<file path="src/common/core_pkg.sv">
/*
 * Shared definitions for the multicycle load/store core:
 * data and field widths, instruction opcodes and controller states
 */
package core_pkg;

  // Data path and instruction field widths
  localparam int XLEN   = 32;
  localparam int OPC_W  = 4;
  localparam int REG_AW = 3;
  localparam int IMM_W  = 16;

  // Opcode lives in the top nibble of the instruction word
  typedef enum logic [OPC_W-1:0] {
    OP_ADDI = 4'd0,
    OP_ADD  = 4'd1,
    OP_SUB  = 4'd2,
    OP_AND  = 4'd3,
    OP_XOR  = 4'd4,
    OP_LW   = 4'd5,
    OP_SW   = 4'd6,
    OP_BEQ  = 4'd7,
    OP_HALT = 4'd15
  } opcode_e;

  // Controller sequence, one instruction in flight
  typedef enum logic [2:0] {
    ST_IDLE  = 3'd0,
    ST_FETCH = 3'd1,
    ST_EXEC  = 3'd2,
    ST_MEM   = 3'd3,
    ST_WB    = 3'd4,
    ST_HALT  = 3'd5
  } ctrl_state_e;

endpackage

</file>
<file path="src/core/core_ctrl.sv">
/*
 * Core controller FSM: fetch, execute, memory access, writeback and halt
 */
`timescale 1ns/1ps

module core_ctrl (
  input  logic              clk_i,
  input  logic              rst_n_i,
  input  logic              fetch_enable_i,
  input  logic              instr_gnt_i,
  input  logic              instr_rvalid_i,
  input  core_pkg::opcode_e opcode_i,
  input  logic              branch_taken_i,
  input  logic              lsu_done_i,
  output logic              instr_req_o,
  output logic              insn_capture_o,
  output logic              lsu_start_o,
  output logic              rf_we_o,
  output logic              pc_advance_o,
  output logic              pc_branch_o,
  output logic              retire_valid_o,
  output logic              halt_o
);

  core_pkg::ctrl_state_e state_q;
  core_pkg::ctrl_state_e state_d;
  logic                  granted_q;
  logic                  is_mem;
  logic                  writes_rd;

  // Opcode classes
  always_comb begin
    is_mem    = 1'b0;
    writes_rd = 1'b0;
    case (opcode_i)
      core_pkg::OP_ADDI, core_pkg::OP_ADD, core_pkg::OP_SUB,
      core_pkg::OP_AND, core_pkg::OP_XOR: writes_rd = 1'b1;
      core_pkg::OP_LW: begin
        is_mem    = 1'b1;
        writes_rd = 1'b1;
      end
      core_pkg::OP_SW: is_mem = 1'b1;
      default: ;
    endcase
  end

  // Request held until grant, then wait for rvalid
  assign instr_req_o    = (state_q == core_pkg::ST_FETCH) && !granted_q;
  assign insn_capture_o = (state_q == core_pkg::ST_FETCH) && granted_q && instr_rvalid_i;
  assign lsu_start_o    = (state_q == core_pkg::ST_EXEC) && is_mem;
  assign rf_we_o        = (state_q == core_pkg::ST_WB) && writes_rd;
  assign pc_advance_o   = (state_q == core_pkg::ST_WB);
  assign pc_branch_o    = (state_q == core_pkg::ST_WB) &&
                          (opcode_i == core_pkg::OP_BEQ) && branch_taken_i;
  assign retire_valid_o = (state_q == core_pkg::ST_WB);
  assign halt_o         = (state_q == core_pkg::ST_HALT);

  always_comb begin
    state_d = state_q;
    case (state_q)
      core_pkg::ST_IDLE: begin
        if (fetch_enable_i) state_d = core_pkg::ST_FETCH;
      end
      core_pkg::ST_FETCH: begin
        if (insn_capture_o) state_d = core_pkg::ST_EXEC;
      end
      core_pkg::ST_EXEC: begin
        if (is_mem) state_d = core_pkg::ST_MEM;
        else        state_d = core_pkg::ST_WB;
      end
      core_pkg::ST_MEM: begin
        if (lsu_done_i) state_d = core_pkg::ST_WB;
      end
      core_pkg::ST_WB: begin
        if (opcode_i == core_pkg::OP_HALT) state_d = core_pkg::ST_HALT;
        else                               state_d = core_pkg::ST_FETCH;
      end
      core_pkg::ST_HALT: state_d = core_pkg::ST_HALT;
      default:           state_d = core_pkg::ST_IDLE;
    endcase
  end

  always_ff @(posedge clk_i) begin
    if (!rst_n_i) begin
      state_q   <= core_pkg::ST_IDLE;
      granted_q <= 1'b0;
    end else begin
      state_q <= state_d;
      if (instr_req_o && instr_gnt_i) begin
        granted_q <= 1'b1;
      end else if (insn_capture_o) begin
        granted_q <= 1'b0;
      end
    end
  end

endmodule

</file>
<file path="src/core/core_pc.sv">
/*
 * Program counter with boot load and branch target, plus retire count
 */
`timescale 1ns/1ps

module core_pc #(
  parameter logic [31:0] BOOT_ADDR = 32'h0000_0000
) (
  input  logic                      clk_i,
  input  logic                      rst_n_i,
  input  logic                      pc_advance_i,
  input  logic                      pc_branch_i,
  input  logic [core_pkg::XLEN-1:0] branch_offset_i,
  output logic [core_pkg::XLEN-1:0] pc_o,
  output logic [core_pkg::XLEN-1:0] instret_o
);

  logic [core_pkg::XLEN-1:0] step;

  // Taken branch adds the scaled offset instead of 4
  assign step = pc_branch_i ? branch_offset_i : core_pkg::XLEN'(4);

  always_ff @(posedge clk_i) begin
    if (!rst_n_i) begin
      pc_o      <= BOOT_ADDR;
      instret_o <= '0;
    end else if (pc_advance_i) begin
      pc_o      <= pc_o + step;
      instret_o <= instret_o + 1'b1;
    end
  end

endmodule

</file>
<file path="src/core/core_regfile.sv">
/*
 * Eight-entry register file, two combinational reads, one write,
 * register 0 reads as zero
 */
`timescale 1ns/1ps

module core_regfile (
  input  logic                        clk_i,
  input  logic                        rst_n_i,
  input  logic [core_pkg::REG_AW-1:0] raddr_a_i,
  input  logic [core_pkg::REG_AW-1:0] raddr_b_i,
  input  logic [core_pkg::REG_AW-1:0] waddr_i,
  input  logic [core_pkg::XLEN-1:0]   wdata_i,
  input  logic                        we_i,
  output logic [core_pkg::XLEN-1:0]   rdata_a_o,
  output logic [core_pkg::XLEN-1:0]   rdata_b_o
);

  localparam int NREGS = 1 << core_pkg::REG_AW;

  logic [core_pkg::XLEN-1:0] regs_q [NREGS];

  // Entry 0 never written, so it stays at its reset value of zero
  always_ff @(posedge clk_i) begin
    if (!rst_n_i) begin
      for (int i = 0; i < NREGS; i++) begin
        regs_q[i] <= '0;
      end
    end else if (we_i && (waddr_i != '0)) begin
      regs_q[waddr_i] <= wdata_i;
    end
  end

  assign rdata_a_o = (raddr_a_i == '0) ? '0 : regs_q[raddr_a_i];
  assign rdata_b_o = (raddr_b_i == '0) ? '0 : regs_q[raddr_b_i];

endmodule

</file>
<file path="src/core/core_alu.sv">
/*
 * Instruction register, field decode and execute unit:
 * arithmetic result, memory address, branch test and offset
 */
`timescale 1ns/1ps

module core_alu (
  input  logic                        clk_i,
  input  logic                        rst_n_i,
  input  logic                        insn_capture_i,
  input  logic [core_pkg::XLEN-1:0]   instr_rdata_i,
  input  logic [core_pkg::XLEN-1:0]   rdata_a_i,
  input  logic [core_pkg::XLEN-1:0]   rdata_b_i,
  output logic [core_pkg::XLEN-1:0]   insn_o,
  output core_pkg::opcode_e           opcode_o,
  output logic [core_pkg::REG_AW-1:0] rs1_o,
  output logic [core_pkg::REG_AW-1:0] rs2_o,
  output logic [core_pkg::REG_AW-1:0] rd_o,
  output logic [core_pkg::XLEN-1:0]   result_o,
  output logic [core_pkg::XLEN-1:0]   mem_addr_o,
  output logic [core_pkg::XLEN-1:0]   store_data_o,
  output logic                        branch_taken_o,
  output logic [core_pkg::XLEN-1:0]   branch_offset_o
);

  // Field positions, packed downward from the opcode
  localparam int OPC_MSB = core_pkg::XLEN - 1;
  localparam int RD_MSB  = OPC_MSB - core_pkg::OPC_W;
  localparam int RS1_MSB = RD_MSB - core_pkg::REG_AW;
  localparam int RS2_MSB = RS1_MSB - core_pkg::REG_AW;

  logic [core_pkg::XLEN-1:0] insn_q;
  logic [core_pkg::XLEN-1:0] imm;

  always_ff @(posedge clk_i) begin
    if (!rst_n_i) begin
      insn_q <= '0;
    end else if (insn_capture_i) begin
      insn_q <= instr_rdata_i;
    end
  end

  assign insn_o   = insn_q;
  assign opcode_o = core_pkg::opcode_e'(insn_q[OPC_MSB -: core_pkg::OPC_W]);
  assign rd_o     = insn_q[RD_MSB -: core_pkg::REG_AW];
  assign rs1_o    = insn_q[RS1_MSB -: core_pkg::REG_AW];
  assign rs2_o    = insn_q[RS2_MSB -: core_pkg::REG_AW];

  // Sign-extended immediate
  assign imm = {{(core_pkg::XLEN - core_pkg::IMM_W){insn_q[core_pkg::IMM_W-1]}},
                insn_q[core_pkg::IMM_W-1:0]};

  always_comb begin
    case (opcode_o)
      core_pkg::OP_ADDI: result_o = rdata_a_i + imm;
      core_pkg::OP_ADD:  result_o = rdata_a_i + rdata_b_i;
      core_pkg::OP_SUB:  result_o = rdata_a_i - rdata_b_i;
      core_pkg::OP_AND:  result_o = rdata_a_i & rdata_b_i;
      core_pkg::OP_XOR:  result_o = rdata_a_i ^ rdata_b_i;
      default:           result_o = '0;
    endcase
  end

  assign mem_addr_o      = rdata_a_i + imm;
  assign store_data_o    = rdata_b_i;
  assign branch_taken_o  = (rdata_a_i == rdata_b_i);
  assign branch_offset_o = imm << 2;

endmodule

</file>
<file path="src/core/core_lsu.sv">
/*
 * Data port sequencer: holds the request until grant,
 * then waits for rvalid and keeps the load data for writeback
 */
`timescale 1ns/1ps

module core_lsu (
  input  logic                      clk_i,
  input  logic                      rst_n_i,
  input  logic                      start_i,
  input  logic                      we_i,
  input  logic [core_pkg::XLEN-1:0] addr_i,
  input  logic [core_pkg::XLEN-1:0] wdata_i,
  input  logic                      data_gnt_i,
  input  logic                      data_rvalid_i,
  input  logic [core_pkg::XLEN-1:0] data_rdata_i,
  output logic                      data_req_o,
  output logic                      data_we_o,
  output logic [core_pkg::XLEN-1:0] data_addr_o,
  output logic [core_pkg::XLEN-1:0] data_wdata_o,
  output logic                      done_o,
  output logic [core_pkg::XLEN-1:0] load_data_o
);

  logic wait_q;

  // Request and its payload are registered so they stay stable until grant
  always_ff @(posedge clk_i) begin
    if (!rst_n_i) begin
      data_req_o <= 1'b0;
      wait_q     <= 1'b0;
    end else if (start_i) begin
      data_req_o <= 1'b1;
    end else if (data_req_o && data_gnt_i) begin
      data_req_o <= 1'b0;
      wait_q     <= 1'b1;
    end else if (done_o) begin
      wait_q <= 1'b0;
    end
  end

  always_ff @(posedge clk_i) begin
    if (start_i) begin
      data_we_o    <= we_i;
      data_addr_o  <= {addr_i[core_pkg::XLEN-1:2], 2'b00};
      data_wdata_o <= wdata_i;
    end
    if (done_o) begin
      load_data_o <= data_rdata_i;
    end
  end

  assign done_o = wait_q && data_rvalid_i;

endmodule

</file>
<file path="src/source/core_top.sv">
/*
 * Core top level: controller, program counter, register file,
 * execute unit and load/store unit with the writeback mux
 */
`timescale 1ns/1ps

module core_top #(
  parameter logic [31:0] BOOT_ADDR = 32'h0000_0000
) (
  input  logic        clk_i,
  input  logic        rst_n_i,
  input  logic        fetch_enable_i,
  // Instruction port
  output logic        instr_req_o,
  input  logic        instr_gnt_i,
  input  logic        instr_rvalid_i,
  output logic [31:0] instr_addr_o,
  input  logic [31:0] instr_rdata_i,
  // Data port
  output logic        data_req_o,
  output logic        data_we_o,
  output logic [31:0] data_addr_o,
  output logic [31:0] data_wdata_o,
  input  logic        data_gnt_i,
  input  logic        data_rvalid_i,
  input  logic [31:0] data_rdata_i,
  // Retire port
  output logic        retire_valid_o,
  output logic [31:0] retire_pc_o,
  output logic [31:0] retire_insn_o,
  output logic [2:0]  retire_rd_o,
  output logic [31:0] retire_rd_wdata_o,
  output logic        retire_rd_we_o,
  output logic        halt_o
);

  core_pkg::opcode_e               opcode;
  logic                            insn_capture;
  logic                            lsu_start;
  logic                            lsu_done;
  logic                            rf_we;
  logic                            pc_advance;
  logic                            pc_branch;
  logic                            branch_taken;
  logic [core_pkg::XLEN-1:0]       branch_offset;
  logic [core_pkg::XLEN-1:0]       pc;
  logic [core_pkg::XLEN-1:0]       insn;
  logic [core_pkg::REG_AW-1:0]     rs1;
  logic [core_pkg::REG_AW-1:0]     rs2;
  logic [core_pkg::REG_AW-1:0]     rd;
  logic [core_pkg::XLEN-1:0]       rdata_a;
  logic [core_pkg::XLEN-1:0]       rdata_b;
  logic [core_pkg::XLEN-1:0]       result;
  logic [core_pkg::XLEN-1:0]       mem_addr;
  logic [core_pkg::XLEN-1:0]       store_data;
  logic [core_pkg::XLEN-1:0]       load_data;
  logic [core_pkg::XLEN-1:0]       wb_data;

  // Writeback source: load data only when an LW is writing
  assign wb_data = (rf_we && (opcode == core_pkg::OP_LW)) ? load_data : result;

  assign instr_addr_o      = pc;
  assign retire_pc_o       = pc;
  assign retire_insn_o     = insn;
  assign retire_rd_o       = rd;
  assign retire_rd_wdata_o = wb_data;
  assign retire_rd_we_o    = rf_we && (rd != '0);

  core_ctrl u_ctrl (
    .clk_i          (clk_i),
    .rst_n_i        (rst_n_i),
    .fetch_enable_i (fetch_enable_i),
    .instr_gnt_i    (instr_gnt_i),
    .instr_rvalid_i (instr_rvalid_i),
    .opcode_i       (opcode),
    .branch_taken_i (branch_taken),
    .lsu_done_i     (lsu_done),
    .instr_req_o    (instr_req_o),
    .insn_capture_o (insn_capture),
    .lsu_start_o    (lsu_start),
    .rf_we_o        (rf_we),
    .pc_advance_o   (pc_advance),
    .pc_branch_o    (pc_branch),
    .retire_valid_o (retire_valid_o),
    .halt_o         (halt_o)
  );

  core_pc #(
    .BOOT_ADDR (BOOT_ADDR)
  ) u_pc (
    .clk_i           (clk_i),
    .rst_n_i         (rst_n_i),
    .pc_advance_i    (pc_advance),
    .pc_branch_i     (pc_branch),
    .branch_offset_i (branch_offset),
    .pc_o            (pc),
    .instret_o       ()
  );

  core_regfile u_regfile (
    .clk_i     (clk_i),
    .rst_n_i   (rst_n_i),
    .raddr_a_i (rs1),
    .raddr_b_i (rs2),
    .waddr_i   (rd),
    .wdata_i   (wb_data),
    .we_i      (rf_we),
    .rdata_a_o (rdata_a),
    .rdata_b_o (rdata_b)
  );

  core_alu u_alu (
    .clk_i           (clk_i),
    .rst_n_i         (rst_n_i),
    .insn_capture_i  (insn_capture),
    .instr_rdata_i   (instr_rdata_i),
    .rdata_a_i       (rdata_a),
    .rdata_b_i       (rdata_b),
    .insn_o          (insn),
    .opcode_o        (opcode),
    .rs1_o           (rs1),
    .rs2_o           (rs2),
    .rd_o            (rd),
    .result_o        (result),
    .mem_addr_o      (mem_addr),
    .store_data_o    (store_data),
    .branch_taken_o  (branch_taken),
    .branch_offset_o (branch_offset)
  );

  core_lsu u_lsu (
    .clk_i         (clk_i),
    .rst_n_i       (rst_n_i),
    .start_i       (lsu_start),
    .we_i          (opcode == core_pkg::OP_SW),
    .addr_i        (mem_addr),
    .wdata_i       (store_data),
    .data_gnt_i    (data_gnt_i),
    .data_rvalid_i (data_rvalid_i),
    .data_rdata_i  (data_rdata_i),
    .data_req_o    (data_req_o),
    .data_we_o     (data_we_o),
    .data_addr_o   (data_addr_o),
    .data_wdata_o  (data_wdata_o),
    .done_o        (lsu_done),
    .load_data_o   (load_data)
  );

endmodule

</file>
<file path="config.mk">
export PLATFORM = sky130hd
export DESIGN_NAME = core_top
export DESIGN_NICKNAME = d
export VERILOG_FILES = /design/src/common/core_pkg.sv /design/src/core/core_ctrl.sv /design/src/core/core_pc.sv /design/src/core/core_regfile.sv /design/src/core/core_alu.sv /design/src/core/core_lsu.sv /design/src/source/core_top.sv
export SDC_FILE = /design/constraint.sdc
export NUM_CORES = 1
export LEC_CHECK = 0
export BUFFER_PORTS_ARGS = -buffer_cell sky130_fd_sc_hd__buf_2
export CORE_UTILIZATION = 35
export CTS_BUF_LIST = sky130_fd_sc_hd__clkbuf_4
export DETAILED_ROUTE_END_ITERATION = 10
export GPL_TIMING_DRIVEN = 0
export HOLD_SLACK_MARGIN = 0.05
export PLACE_DENSITY = 0.64
export SETUP_SLACK_MARGIN = 0.1
export SLEW_MARGIN = 20
export SYNTH_ARGS = -nofsm -noshare
export SYNTH_HDL_FRONTEND = slang
export SYNTH_HIERARCHICAL = 1
export SYNTH_SLANG_ARGS = --single-unit
export TNS_END_PERCENT = 5
</file>
<file path="constraint.sdc">
create_clock -name clk_i -period 10.45 [get_ports clk_i]
set_clock_uncertainty 0.05 [all_clocks]
set_input_delay 0.5225 -clock clk_i [delete_from_list [all_inputs] [get_ports clk_i]]
set_output_delay 0.5225 -clock clk_i [all_outputs]
set_load 0.01 [all_outputs]
</file>
; Yosys cells after proc, flatten, opt, wreduce, memory -nomap -nowiden
; Memories as Yosys holds them, arrays and structs flattened. A register that Yosys moved wholly into a read port is not among the register bits.
; Index checks and enable logic that the tools add are counted.
[classes]
n_addsub = 4
eq_ne = 17
muxes = 30
n_bitwise = 3
reduce_logical = 26
[ops]
columns = cell, count
row1 = $mux 32, 5
row2 = $pmux 32 s5, 1
row3 = $add 32x32->32, 3
row4 = $and 32x32->32, 1
row5 = $eq 32x32->1, 1
row6 = $reduce_or 32->1, 1
row7 = $sub 32x32->32, 1
row8 = $xor 32x32->32, 1
row9 = $mux 3, 10
row10 = $pmux 3 s6, 1
row11 = $eq 4x3->1 const B, 4
row12 = $mux 1, 13
row13 = $logic_and 1x1->1, 12
row14 = $logic_not 3->1, 3
row15 = $eq 4x2->1 const B, 2
row16 = $eq 3x2->1 const B, 2
row17 = $eq 3x3->1 const B, 2
row18 = $ne 2x2->1 const B, 3
row19 = $reduce_bool 2->1, 3
row20 = $reduce_or 6->1, 1
row21 = $eq 4x1->1 const B, 1
row22 = $eq 4x4->1 const B, 1
row23 = $logic_not 4->1, 1
row24 = $eq 3x1->1 const B, 1
row25 = 6 further kinds, 6
[word_totals]
ff_bits = 165
mem_bits_rw = 256
wordCells = 91
memories = 1
[mem_list]
columns = memory, words, word_bits, rd, rd_ports_with_merged_regs, wr, line
row1 = u_regfile.regs_q, 8, 32, 2, 2, 8, core_regfile.sv:21  ; logic [core_pkg::XLEN-1:0] regs_q [NREGS];

; Longest topological paths before layout
; Gate-level depths: netlist of the first run.
[depth]
depth_word = 10
ltp_mapped = 29

; Cells and area by module
; Netlist of the first run, hierarchy kept.
[by_module_without_submodules]
columns = mod, instances, cells_per_inst, area_each_um2, seq_area_each_um2
row1 = core_regfile, 1, 882, 12326.8, 6726.5
row2 = core_alu, 1, 1107, 8086.5, 640.6
row3 = core_pc, 1, 523, 4461.8, 1281.2
row4 = core_lsu, 1, 107, 2955.3, 2892.8
row5 = core_top, 1, 71, 818.3, 0.0
row6 = core_ctrl, 1, 38, 334.1, 80.1

; Worst setup path before layout of the first run
; Ideal clock, no wire load.
[synth_timing]
path_kind = reg-to-reg
start = register u_alu.insn_q, in the netlist u_alu/insn_o[22]
end = register u_pc/pc_o[29] (netlist bit)
setup_ns = 0.117
arrival_ns = 5.796
required_ns = 10.283
path_slack_ns = 4.486
path_stages_with_launch = 28
path_buffers = 6
period_less_slack_ns = 5.964
path_cell_list = dfxtp_1 -> buf_4 -> buf_6 -> buf_6 -> mux2_2 -> a221oi_1 -> a221oi_1 -> ha_1 -> buf_1 -> nand2_1 -> nor2_1 -> nand2_1 -> or3_1 -> or4_1 -> nor4_1 -> and4b_1 -> clkbuf_1 -> and2_1 -> ha_1 -> buf_2 -> a21o_1 -> a21o_1 -> a21oi_1 -> nor2_1 -> a211oi_2 -> a21oi_1 -> o311a_1 -> a32o_1
[synth_via]
elab_chain_cells = 6
[synth_rtl]
columns = element, line
row1 = "start, declared", core_alu.sv:32  ; logic [core_pkg::XLEN-1:0] insn_q;
row2 = "start signal, assigned", core_alu.sv:39  ; insn_q <= instr_rdata_i;
row3 = $logic_not 3->1, core_regfile.sv:34  ; assign rdata_a_o = (raddr_a_i == '0) ? '0 : regs_q[raddr_a_i];
row4 = $mux 32, core_regfile.sv:34
row5 = via rdata_a (one bit), core_top.sv:51  ; logic [core_pkg::XLEN-1:0] rdata_a;
row6 = $eq 32x32->1, core_alu.sv:66  ; assign branch_taken_o = (rdata_a_i == rdata_b_i);
row7 = via branch_taken, core_top.sv:44  ; logic branch_taken;
row8 = $logic_and 1x1->1, core_ctrl.sv:54  ; (opcode_i == core_pkg::OP_BEQ) && branch_taken_i;
row9 = via pc_branch, core_top.sv:43  ; logic pc_branch;
row10 = $mux 32, core_pc.sv:21  ; assign step = pc_branch_i ? branch_offset_i : core_pkg::XLEN'(4);
row11 = $add 32x32->32, core_pc.sv:28  ; pc_o <= pc_o + step;
row12 = "end signal, assigned", core_pc.sv:28
row13 = "end, declared", core_pc.sv:14  ; output logic [core_pkg::XLEN-1:0] pc_o,
; The timed path passes the listed nets, and every way through them passes these cells.
; A chain may end at the register's enable or synchronous reset.

; Worst setup path after layout of the first run
[layout_timing]
start = register u_alu.insn_q, in the netlist u_alu/insn_o[24]
end = register u_pc/pc_o[29] (netlist bit)
; The elaborated chain is that of the path after synthesis.

==> results of run 1 <==
[per-stage QoR]
step	cell area, um2	util [%]	worst slack [ns]	instances
after floorplan	27600	-	4.486	2583
after global placement	30250	38.92	1.389	3892
after detailed placement	30680	39.48	1.894	3908
after CTS	32820	42.23	1.908	4173
after global routing	32880	42.31	1.275	4184
final	32880	42.31	1.733	4184
[layout make-up]
cell class              instances  area [um2]
clock buffers                 165        1239
fillers                      7515       44840
clock inverters                28       182.7
plain buffers                 277        1864
repair buffers                366        2455
diodes                          2       5.005
inverters                      85       319.1
well taps                    1040        1301
multi-input cells            1832       14530
flip-flops and latches        389       10980
[worst max path at each step]
| stage | from | end | slack, ns | cells past startpoint |
|---|---|---|---|---|
| after floorplan | u_alu/insn_o[22] | u_pc/pc_o[29] | 4.49 | 27 |
| after global placement | u_alu/insn_o[31] | u_regfile/regs_q[6][23] | 1.39 | 4 |
| after detailed placement | u_alu/insn_o[24] | u_pc/pc_o[29] | 1.89 | 26 |
| after CTS | u_alu/insn_o[24] | u_pc/pc_o[29] | 1.91 | 26 |
| after global routing | u_alu/insn_o[24] | u_pc/pc_o[24] | 1.27 | 26 |
| final | u_alu/insn_o[24] | u_pc/pc_o[29] | 1.73 | 26 |
[registers in the layout (all words and copies together), names as in the netlist]
| name | cells |
|---|---|
| u_alu/insn_o | 32 |
| u_ctrl/granted_q | 1 |
| u_ctrl/state_q | 3 |
| u_lsu/data_addr_o | 30 |
| u_lsu/data_req_o | 1 |
| u_lsu/data_wdata_o | 32 |
| u_lsu/data_we_o | 1 |
| u_lsu/load_data_o | 32 |
| u_lsu/wait_q | 1 |
| u_pc/pc_o | 32 |
| u_regfile/regs_q | 224 |
[per-layer routing]
| layer | GRT usage (%) | wire length, um |
|---|---|---|
| met5 | 0 | 31 |
| met4 | 9.231 | 3409 |
| met3 | 4.413 | 7069 |
| met2 | 39.89 | 46860 |
| met1 | 30.86 | 41510 |
[timing repair]
| action | in CTS | in global routing |
|---|---|---|
| hold endpoints to repair | 70 | 0 |
| buffers inserted | 0 | 0 |
| hold buffers | 72 | 0 |
[power groups by stage]
stage          combinational (mW)  clock, mW  sequential (mW)
2_1_floorplan               0.228          0             1.75
3_3_place_gp                0.353          0             1.76
3_5_place_dp                0.367          0             1.76
4_1_cts                     0.391       1.51             1.72
5_1_grt                     0.422       1.58             1.73
6_report                    0.397       1.46             1.72
==> out/summary.txt, run 1 <==
Cells after Synth -> 2581
max-cap violations -> 0
Initial Util -> 35.50%
peak supply drop -> 0.09586 mV
insertion delay to the later sink of the worst-skew pair -> 0.94 ns
crit path kind -> flop to flop
GP Congestion -> 0.9686
Detail Route Antenna Nets -> 0
final wirelength -> 98.88 mm
router iterations before antenna repair -> 6
hold slack final -> 0.2637 ns
final hold violation count -> 0
CP max stage delay -> 1.01 ns
CTS tree -> yes
Design Power -> 3.578 mW
Reg-to-Reg Start -> u_alu/insn_o[24]
CP Data Required Time -> 11.21 ns
fraction of layout instances using a drive strength above 1 -> 28.45%
CTS buffer count -> 108
Tightest Pin Transition -> 1.285 ns
Setup TNS -> 0 ns
Psw -> 965.2 uW
DP HPWL -> 74.44 mm
H-tree depth -> 3
status -> finished clean
die width -> 282.8 um
YS warnings -> 6
Final Slew Violations -> 0
crit end category -> flop
post_cts resized -> 0
die height -> 282.8 um
Reg power frac -> 48.2%
Clock Tree Root -> clkbuf_4
hold_sp -> data_rdata_i[28]
most used cell along the critical path -> buf_1
largest net degree at the start of global routing -> 35
first-pass GRT wire length -> 140.7 mm
slowest CP cell -> a221oi_1
fin nets -> 3261
row count -> 102
Mapped Avg Cell Area -> 10.69 um2
P_leak -> 13.47 nW
IO Pins -> 272
Worst Hold Endpoint -> u_lsu/load_data_o[28]
grt ovf -> 0
Sw Ratio -> 26.98%
Reg clk slew, reported paths -> 0.07 ns
die area -> 79960 um2
Routed WL per cell -> 23.63 um
Tot GR Track Use -> 24.02%
Internal -> 2.613 mW
DR iter-0 viols -> 2068
initial antenna violation count -> 8
R2R depth -> 26
vias in the first global route -> 21860
RR Endpoint -> u_pc/pc_o[29]
Post-route DRC -> 0
Min-Delay Path Class -> input pin to flop
WP buf/inv -> 6
worst-case clock buffer depth -> 3
Final period util -> 83.42%
most used cells in the layout excluding fill and tap cells -> edfxtp_1 (319), buf_2 (310), and2_1 (267)
Critical Path Source Type -> flop
worst reg2reg setup slack -> 1.73 ns
Power Dens Cells -> 108.8 nW/um2
number of port buffers -> 269
Combinational Power Share -> 11.1%
arrival time worst endpoint -> 9.48 ns
Setup Viol. Count Final -> 0
fin crit period -> 8.717 ns
clock sink count -> 389
Hold Path Cell Cnt -> 2
f_max -> 114.7 MHz
Clk pwr share -> 40.7%
Core Box Area -> 77720 um2
P&R area growth vs syn -> 19.17%
via count -> 23030
cell family with most CP delay -> simple AND/OR/NAND/NOR gates
RSZ-0062 raised after global routing -> false
via/cell ratio -> 5.504
Slew HR -> 14.32%
mapped cell area -> 27590 um2
commonest non-fill, non-tap cell in the layout -> edfxtp_1
Max Fanout on Critical Path -> 10
No activity file was read; power rests on OpenSTA's default activity.
==> run 2, diff against run 1 <==
Clock period 10.45 ns to 8.6 ns, I/O delays scaled along.
==> out/summary.txt, run 2 (synthesis gave the netlist of run 1 again) <==
DP HPWL -> 74.44 mm
fraction of layout instances using a drive strength above 1 -> 28.62%
commonest non-fill, non-tap cell in the layout -> edfxtp_1
largest net degree at the start of global routing -> 35
Min-Delay Path Class -> input pin to flop
Slew HR -> 12.01%
Clock Tree Root -> clkbuf_4
WP buf/inv -> 8
most used cell along the critical path -> buf_2
crit path kind -> flop to flop
fill count -> 7508
Design Power -> 4.351 mW
via/cell ratio -> 5.519
Tot GR Track Use -> 24.03%
H-tree depth -> 3
Power Dens Cells -> 132.1 nW/um2
Final Slew Violations -> 0
P&R area growth vs syn -> 19.38%
DR iter-0 viols -> 2254
grt ovf -> 0
CP Data Required Time -> 9.39 ns
worst-case clock buffer depth -> 3
crit end category -> flop
max FFs per register -> 224
Post CTS Setup Buffer Count -> 0
peak supply drop -> 0.1165 mV
cell count after placement -> 3908
Critical Path Source Type -> flop
Core Box Area -> 77720 um2
RSZ-0062 raised after global routing -> false
Tightest Pin Transition -> 1.320 ns
Reg clk slew, reported paths -> 0.06 ns
CTS buffer count -> 108
number of port buffers -> 269
f_max -> 125.9 MHz
final instance area -> 32940 um2
initial antenna violation count -> 8
fin crit period -> 7.945 ns
Final period util -> 92.38%
Hold Path Cell Cnt -> 2
insertion delay to the later sink of the worst-skew pair -> 0.95 ns
Post-route DRC -> 0
GP Congestion -> 0.9686
cell family with most CP delay -> compound AO/OA/AOI/OAI gates
status -> finished clean
die area -> 79960 um2
Detail Route Antenna Nets -> 0
Levels on crit path -> 25
via count -> 23110
Final Instance Count excl. Fillers -> 4187
final hold violation count -> 0
Initial Util -> 35.50%
Placed Area -> 30680 um2
router iterations before antenna repair -> 6
hold slack final -> 0.1517 ns
max-cap violations -> 0
die height -> 282.8 um
first-pass GRT wire length -> 140.8 mm
arrival time worst endpoint -> 8.73 ns
die width -> 282.8 um
slowest CP cell -> a221oi_1
row count -> 102
CP max stage delay -> 1.10 ns
Top reg by flops -> u_regfile/regs_q
fin nets -> 3264
P_leak -> 13.51 nW
Setup Viol. Count Final -> 0
CTS tree -> yes
IO Pins -> 272
clock sink count -> 389
vias in the first global route -> 21890
final wirelength -> 98.92 mm
most used cells in the layout excluding fill and tap cells -> edfxtp_1 (319), buf_2 (310), and2_1 (267)
R2R depth -> 25
Max Fanout on Critical Path -> 10
Routed WL per cell -> 23.62 um
## run 2: layout make-up
class                   count  area [um2]  share of cell area (%)
inverters                  85       319.1                  0.9686
clock inverters            28       182.7                  0.5546
diodes                      2       5.005                 0.01519
repair buffers            369        2485                   7.544
well taps                1040        1301                   3.950
clock buffers             165        1239                   3.761
plain buffers             277        1866                   5.664
flip-flops and latches    389       10980                   33.34
multi-input cells        1832       14560                   44.20
## run 2: final timing paths
| kind | start | endpoint | slack [ns] |
|---|---|---|---|
| setup / recovery | u_alu/insn_o[19] | u_pc/pc_o[24] | 0.66 |
| hold reg to reg | u_pc/pc_o[31] | u_pc/pc_o[31] | 0.45 |
| hold / removal | data_rvalid_i | u_lsu/load_data_o[27] | 0.15 |
| setup reg to reg | u_alu/insn_o[19] | u_pc/pc_o[24] | 0.66 |
## run 2: stage by stage
step | setup slack, ns | setup TNS [ns] | util, %
5_1_grt | 0.1848 | 0 | 42.38
3_5_place_dp | 0.04388 | 0 | 39.48
2_1_floorplan | 2.636 | 0 | -
6_report | 0.6552 | 0 | 42.38
3_3_place_gp | -0.4610 | -48.13 | 38.92
4_1_cts | 0.3823 | 0 | 42.28
## run 2: timing repair
action | in CTS | in global routing
endpoints found under the setup margin | 2 | 11
pin swaps | 0 | 0
hold buffers | 75 | 0
gates resized for setup | 1 | 5
cloned | 0 | 0
endpoints found under the hold margin | 70 | 0
## run 2: layer usage
layer / part of all wire, % / up-vias / track usage [%]
met5: 0.031 / - / 0
met4: 3.5 / 4 / 9.231
met3: 7.3 / 231 / 4.429
met2: 47 / 1040 / 39.92
met1: 42 / 11170 / 30.85
li1: - / 10660 / -
## run 2: report_power, final
group | switching, mW | internal [mW]
clock network | 0.860 | 0.910
logic | 0.287 | 0.197
registers | 0.0271 | 2.07
total | 1.17 | 3.18
==> run 3, diff against run 2 <==
Settings changed: CELL_PAD_IN_SITES_DETAIL_PLACEMENT set to 1, CELL_PAD_IN_SITES_GLOBAL_PLACEMENT set to 2, PLACE_DENSITY 0.64 to 0.85.
==> out/summary.txt, run 3 (synthesis gave the netlist of run 1 again) <==
RSZ-0062 raised after global routing -> false
CTS buffer count -> 109
vias in the first global route -> 24430
Core Box Area -> 77720 um2
grt ovf -> 0
crit end category -> flop
CTS tree -> yes
router iterations before antenna repair -> 5
Max Fanout on Critical Path -> 10
f_max -> 122.0 MHz
R2R depth -> 26
Final Slew Violations -> 0
die width -> 282.8 um
grt met1 use -> 34.71%
Clock Tree Root -> clkbuf_4
final hold violation count -> 0
P_leak -> 13.47 nW
via/cell ratio -> 5.621
fin nets -> 3264
GR Util met3 -> 4.429%
CP Data Required Time -> 9.30 ns
Top reg by flops -> u_regfile/regs_q
DP HPWL -> 83.08 mm
clock sink count -> 389
Initial Util -> 35.50%
most used cells in the layout excluding fill and tap cells -> edfxtp_1 (319), buf_2 (309), and2_1 (267)
Post-route DRC -> 0
Min-Delay Path Class -> input pin to flop
Setup Slack @ Placement -> -0.07026 ns
status -> finished clean
commonest non-fill, non-tap cell in the layout -> edfxtp_1
Tightest Pin Transition -> 1.235 ns
row count -> 102
Routed WL per cell -> 25.92 um
Tot GR Track Use -> 26.74%
fin crit period -> 8.198 ns
Reg clk slew, reported paths -> 0.08 ns
met2 Use GR -> 44.51%
Power Dens Cells -> 131.8 nW/um2
Critical Path Source Type -> flop
Hold Path Cell Cnt -> 2
Setup Viol. Count Final -> 0
fill count -> 8738
max FFs per register -> 224
IO Pins -> 272
Design Power -> 4.335 mW
arrival time worst endpoint -> 8.89 ns
die height -> 282.8 um
GP Congestion -> 0.9449
via count -> 23570
final wirelength -> 108.7 mm
insertion delay to the later sink of the worst-skew pair -> 0.91 ns
largest net degree at the start of global routing -> 35
initial antenna violation count -> 3
Final period util -> 95.32%
Post CTS Setup Buffer Count -> 0
H-tree depth -> 3
peak supply drop -> 0.08738 mV
P&R area growth vs syn -> 19.16%
die area -> 79960 um2
Worst Slack Setup Final -> 0.4023 ns
fraction of layout instances using a drive strength above 1 -> 28.40%
Detail Route Antenna Nets -> 0
Slew HR -> 17.66%
post-layout util -> 42.30%
DR iter-0 viols -> 1743
first-pass GRT wire length -> 157.8 mm
crit path kind -> flop to flop
max-cap violations -> 0
GR peak layer -> met2
number of port buffers -> 269
worst-case clock buffer depth -> 3
[run 3: cell types whose count changed in the layout (fill, tap and decap cells not counted), sizes merged]
| cell | previous run | this run |
|---|---|---|
| buf | 487 | 488 |
| clkbuf | 249 | 239 |
| clkinv | 23 | 40 |
| clkinvlp | 0 | 2 |
| dlygate4sd3 | 75 | 74 |
| inv | 89 | 86 |
[run 3: final cells by class]
class | instances | area (um2) | share of cell area (%)
Multi-Input combinational cell | 1832 | 14560 | 44.28
Sequential cell | 389 | 10980 | 33.40
Timing Repair Buffer | 368 | 2445 | 7.436
Buffer | 277 | 1867 | 5.678
Tap cell | 1040 | 1301 | 3.958
Clock buffer | 156 | 1171 | 3.562
Inverter | 85 | 319.1 | 0.9704
Clock inverter | 44 | 231.5 | 0.7040
Antenna cell | 2 | 5.005 | 0.01522
[run 3: worst max-delay path: stages, from the launching register on]
cell      delay [ns]
dfxtp_1         0.32
buf_4           0.13
buf_2           0.19
nor2b_1         0.16
buf_1           0.23
clkbuf_2        0.32
a221oi_1        0.77
ha_1            0.25
clkbuf_1        0.43
nand2_1         0.27
nor2_1          0.25
nand2_1         0.07
or3_1           0.44
or4_1           0.56
nor4_2          0.33
and4b_1         0.45
clkbuf_1        0.37
and2_1          0.19
ha_1            0.28
a21oi_2         0.24
o21ai_1         0.14
o32ai_2         0.50
nor3b_1         0.11
nor2_1          0.32
a21oi_1         0.16
o311a_1         0.31
a32o_1          0.21
[run 3: repair_timing]
action,in CTS,in global routing
gates resized for setup,1,3
setup endpoints to repair,7,11
hold endpoints to repair,70,0
hold buffers,74,0
[run 3: report_power, final]
part           leakage [nW]  switching (mW)  internal [mW]  total [mW]
clock network         0.832           0.871          0.871        1.74
logic                  9.01           0.300          0.196       0.496
registers              3.62          0.0286           2.07        2.10
total                  13.5            1.20           3.14        4.33
[run 3: metrics by stage]
stage	TNS (ns)	hold WS (ns)	cell area, um2	std cells
floorplan	0	0.3738	27600	2583
global placement	-14.15	0.3936	30250	3892
detailed placement	-0.2330	0.4150	30680	3914
CTS	0	0.1125	32830	4188
global route	0	0.1547	32880	4192
finish	0	0.1926	32880	4193
[run 3: final timing paths]
path / start / endpoint / slack, ns
worst max-delay path: u_alu/insn_o[24] / u_pc/pc_o[29] / 0.40
worst min-delay path: data_rdata_i[13] / u_lsu/load_data_o[13] / 0.19
worst max register to register: u_alu/insn_o[24] / u_pc/pc_o[29] / 0.40
worst min register to register: u_pc/pc_o[31] / u_pc/pc_o[31] / 0.47
[run 3: routing by layer]
| layer | wire length (um) | vias up |
|---|---|---|
| met3 | 6582 | 184 |
| met1 | 46590 | 11950 |
| li1 | - | 10620 |
| met2 | 51930 | 814 |
| met5 | 0 | - |
| met4 | 3580 | 0 |
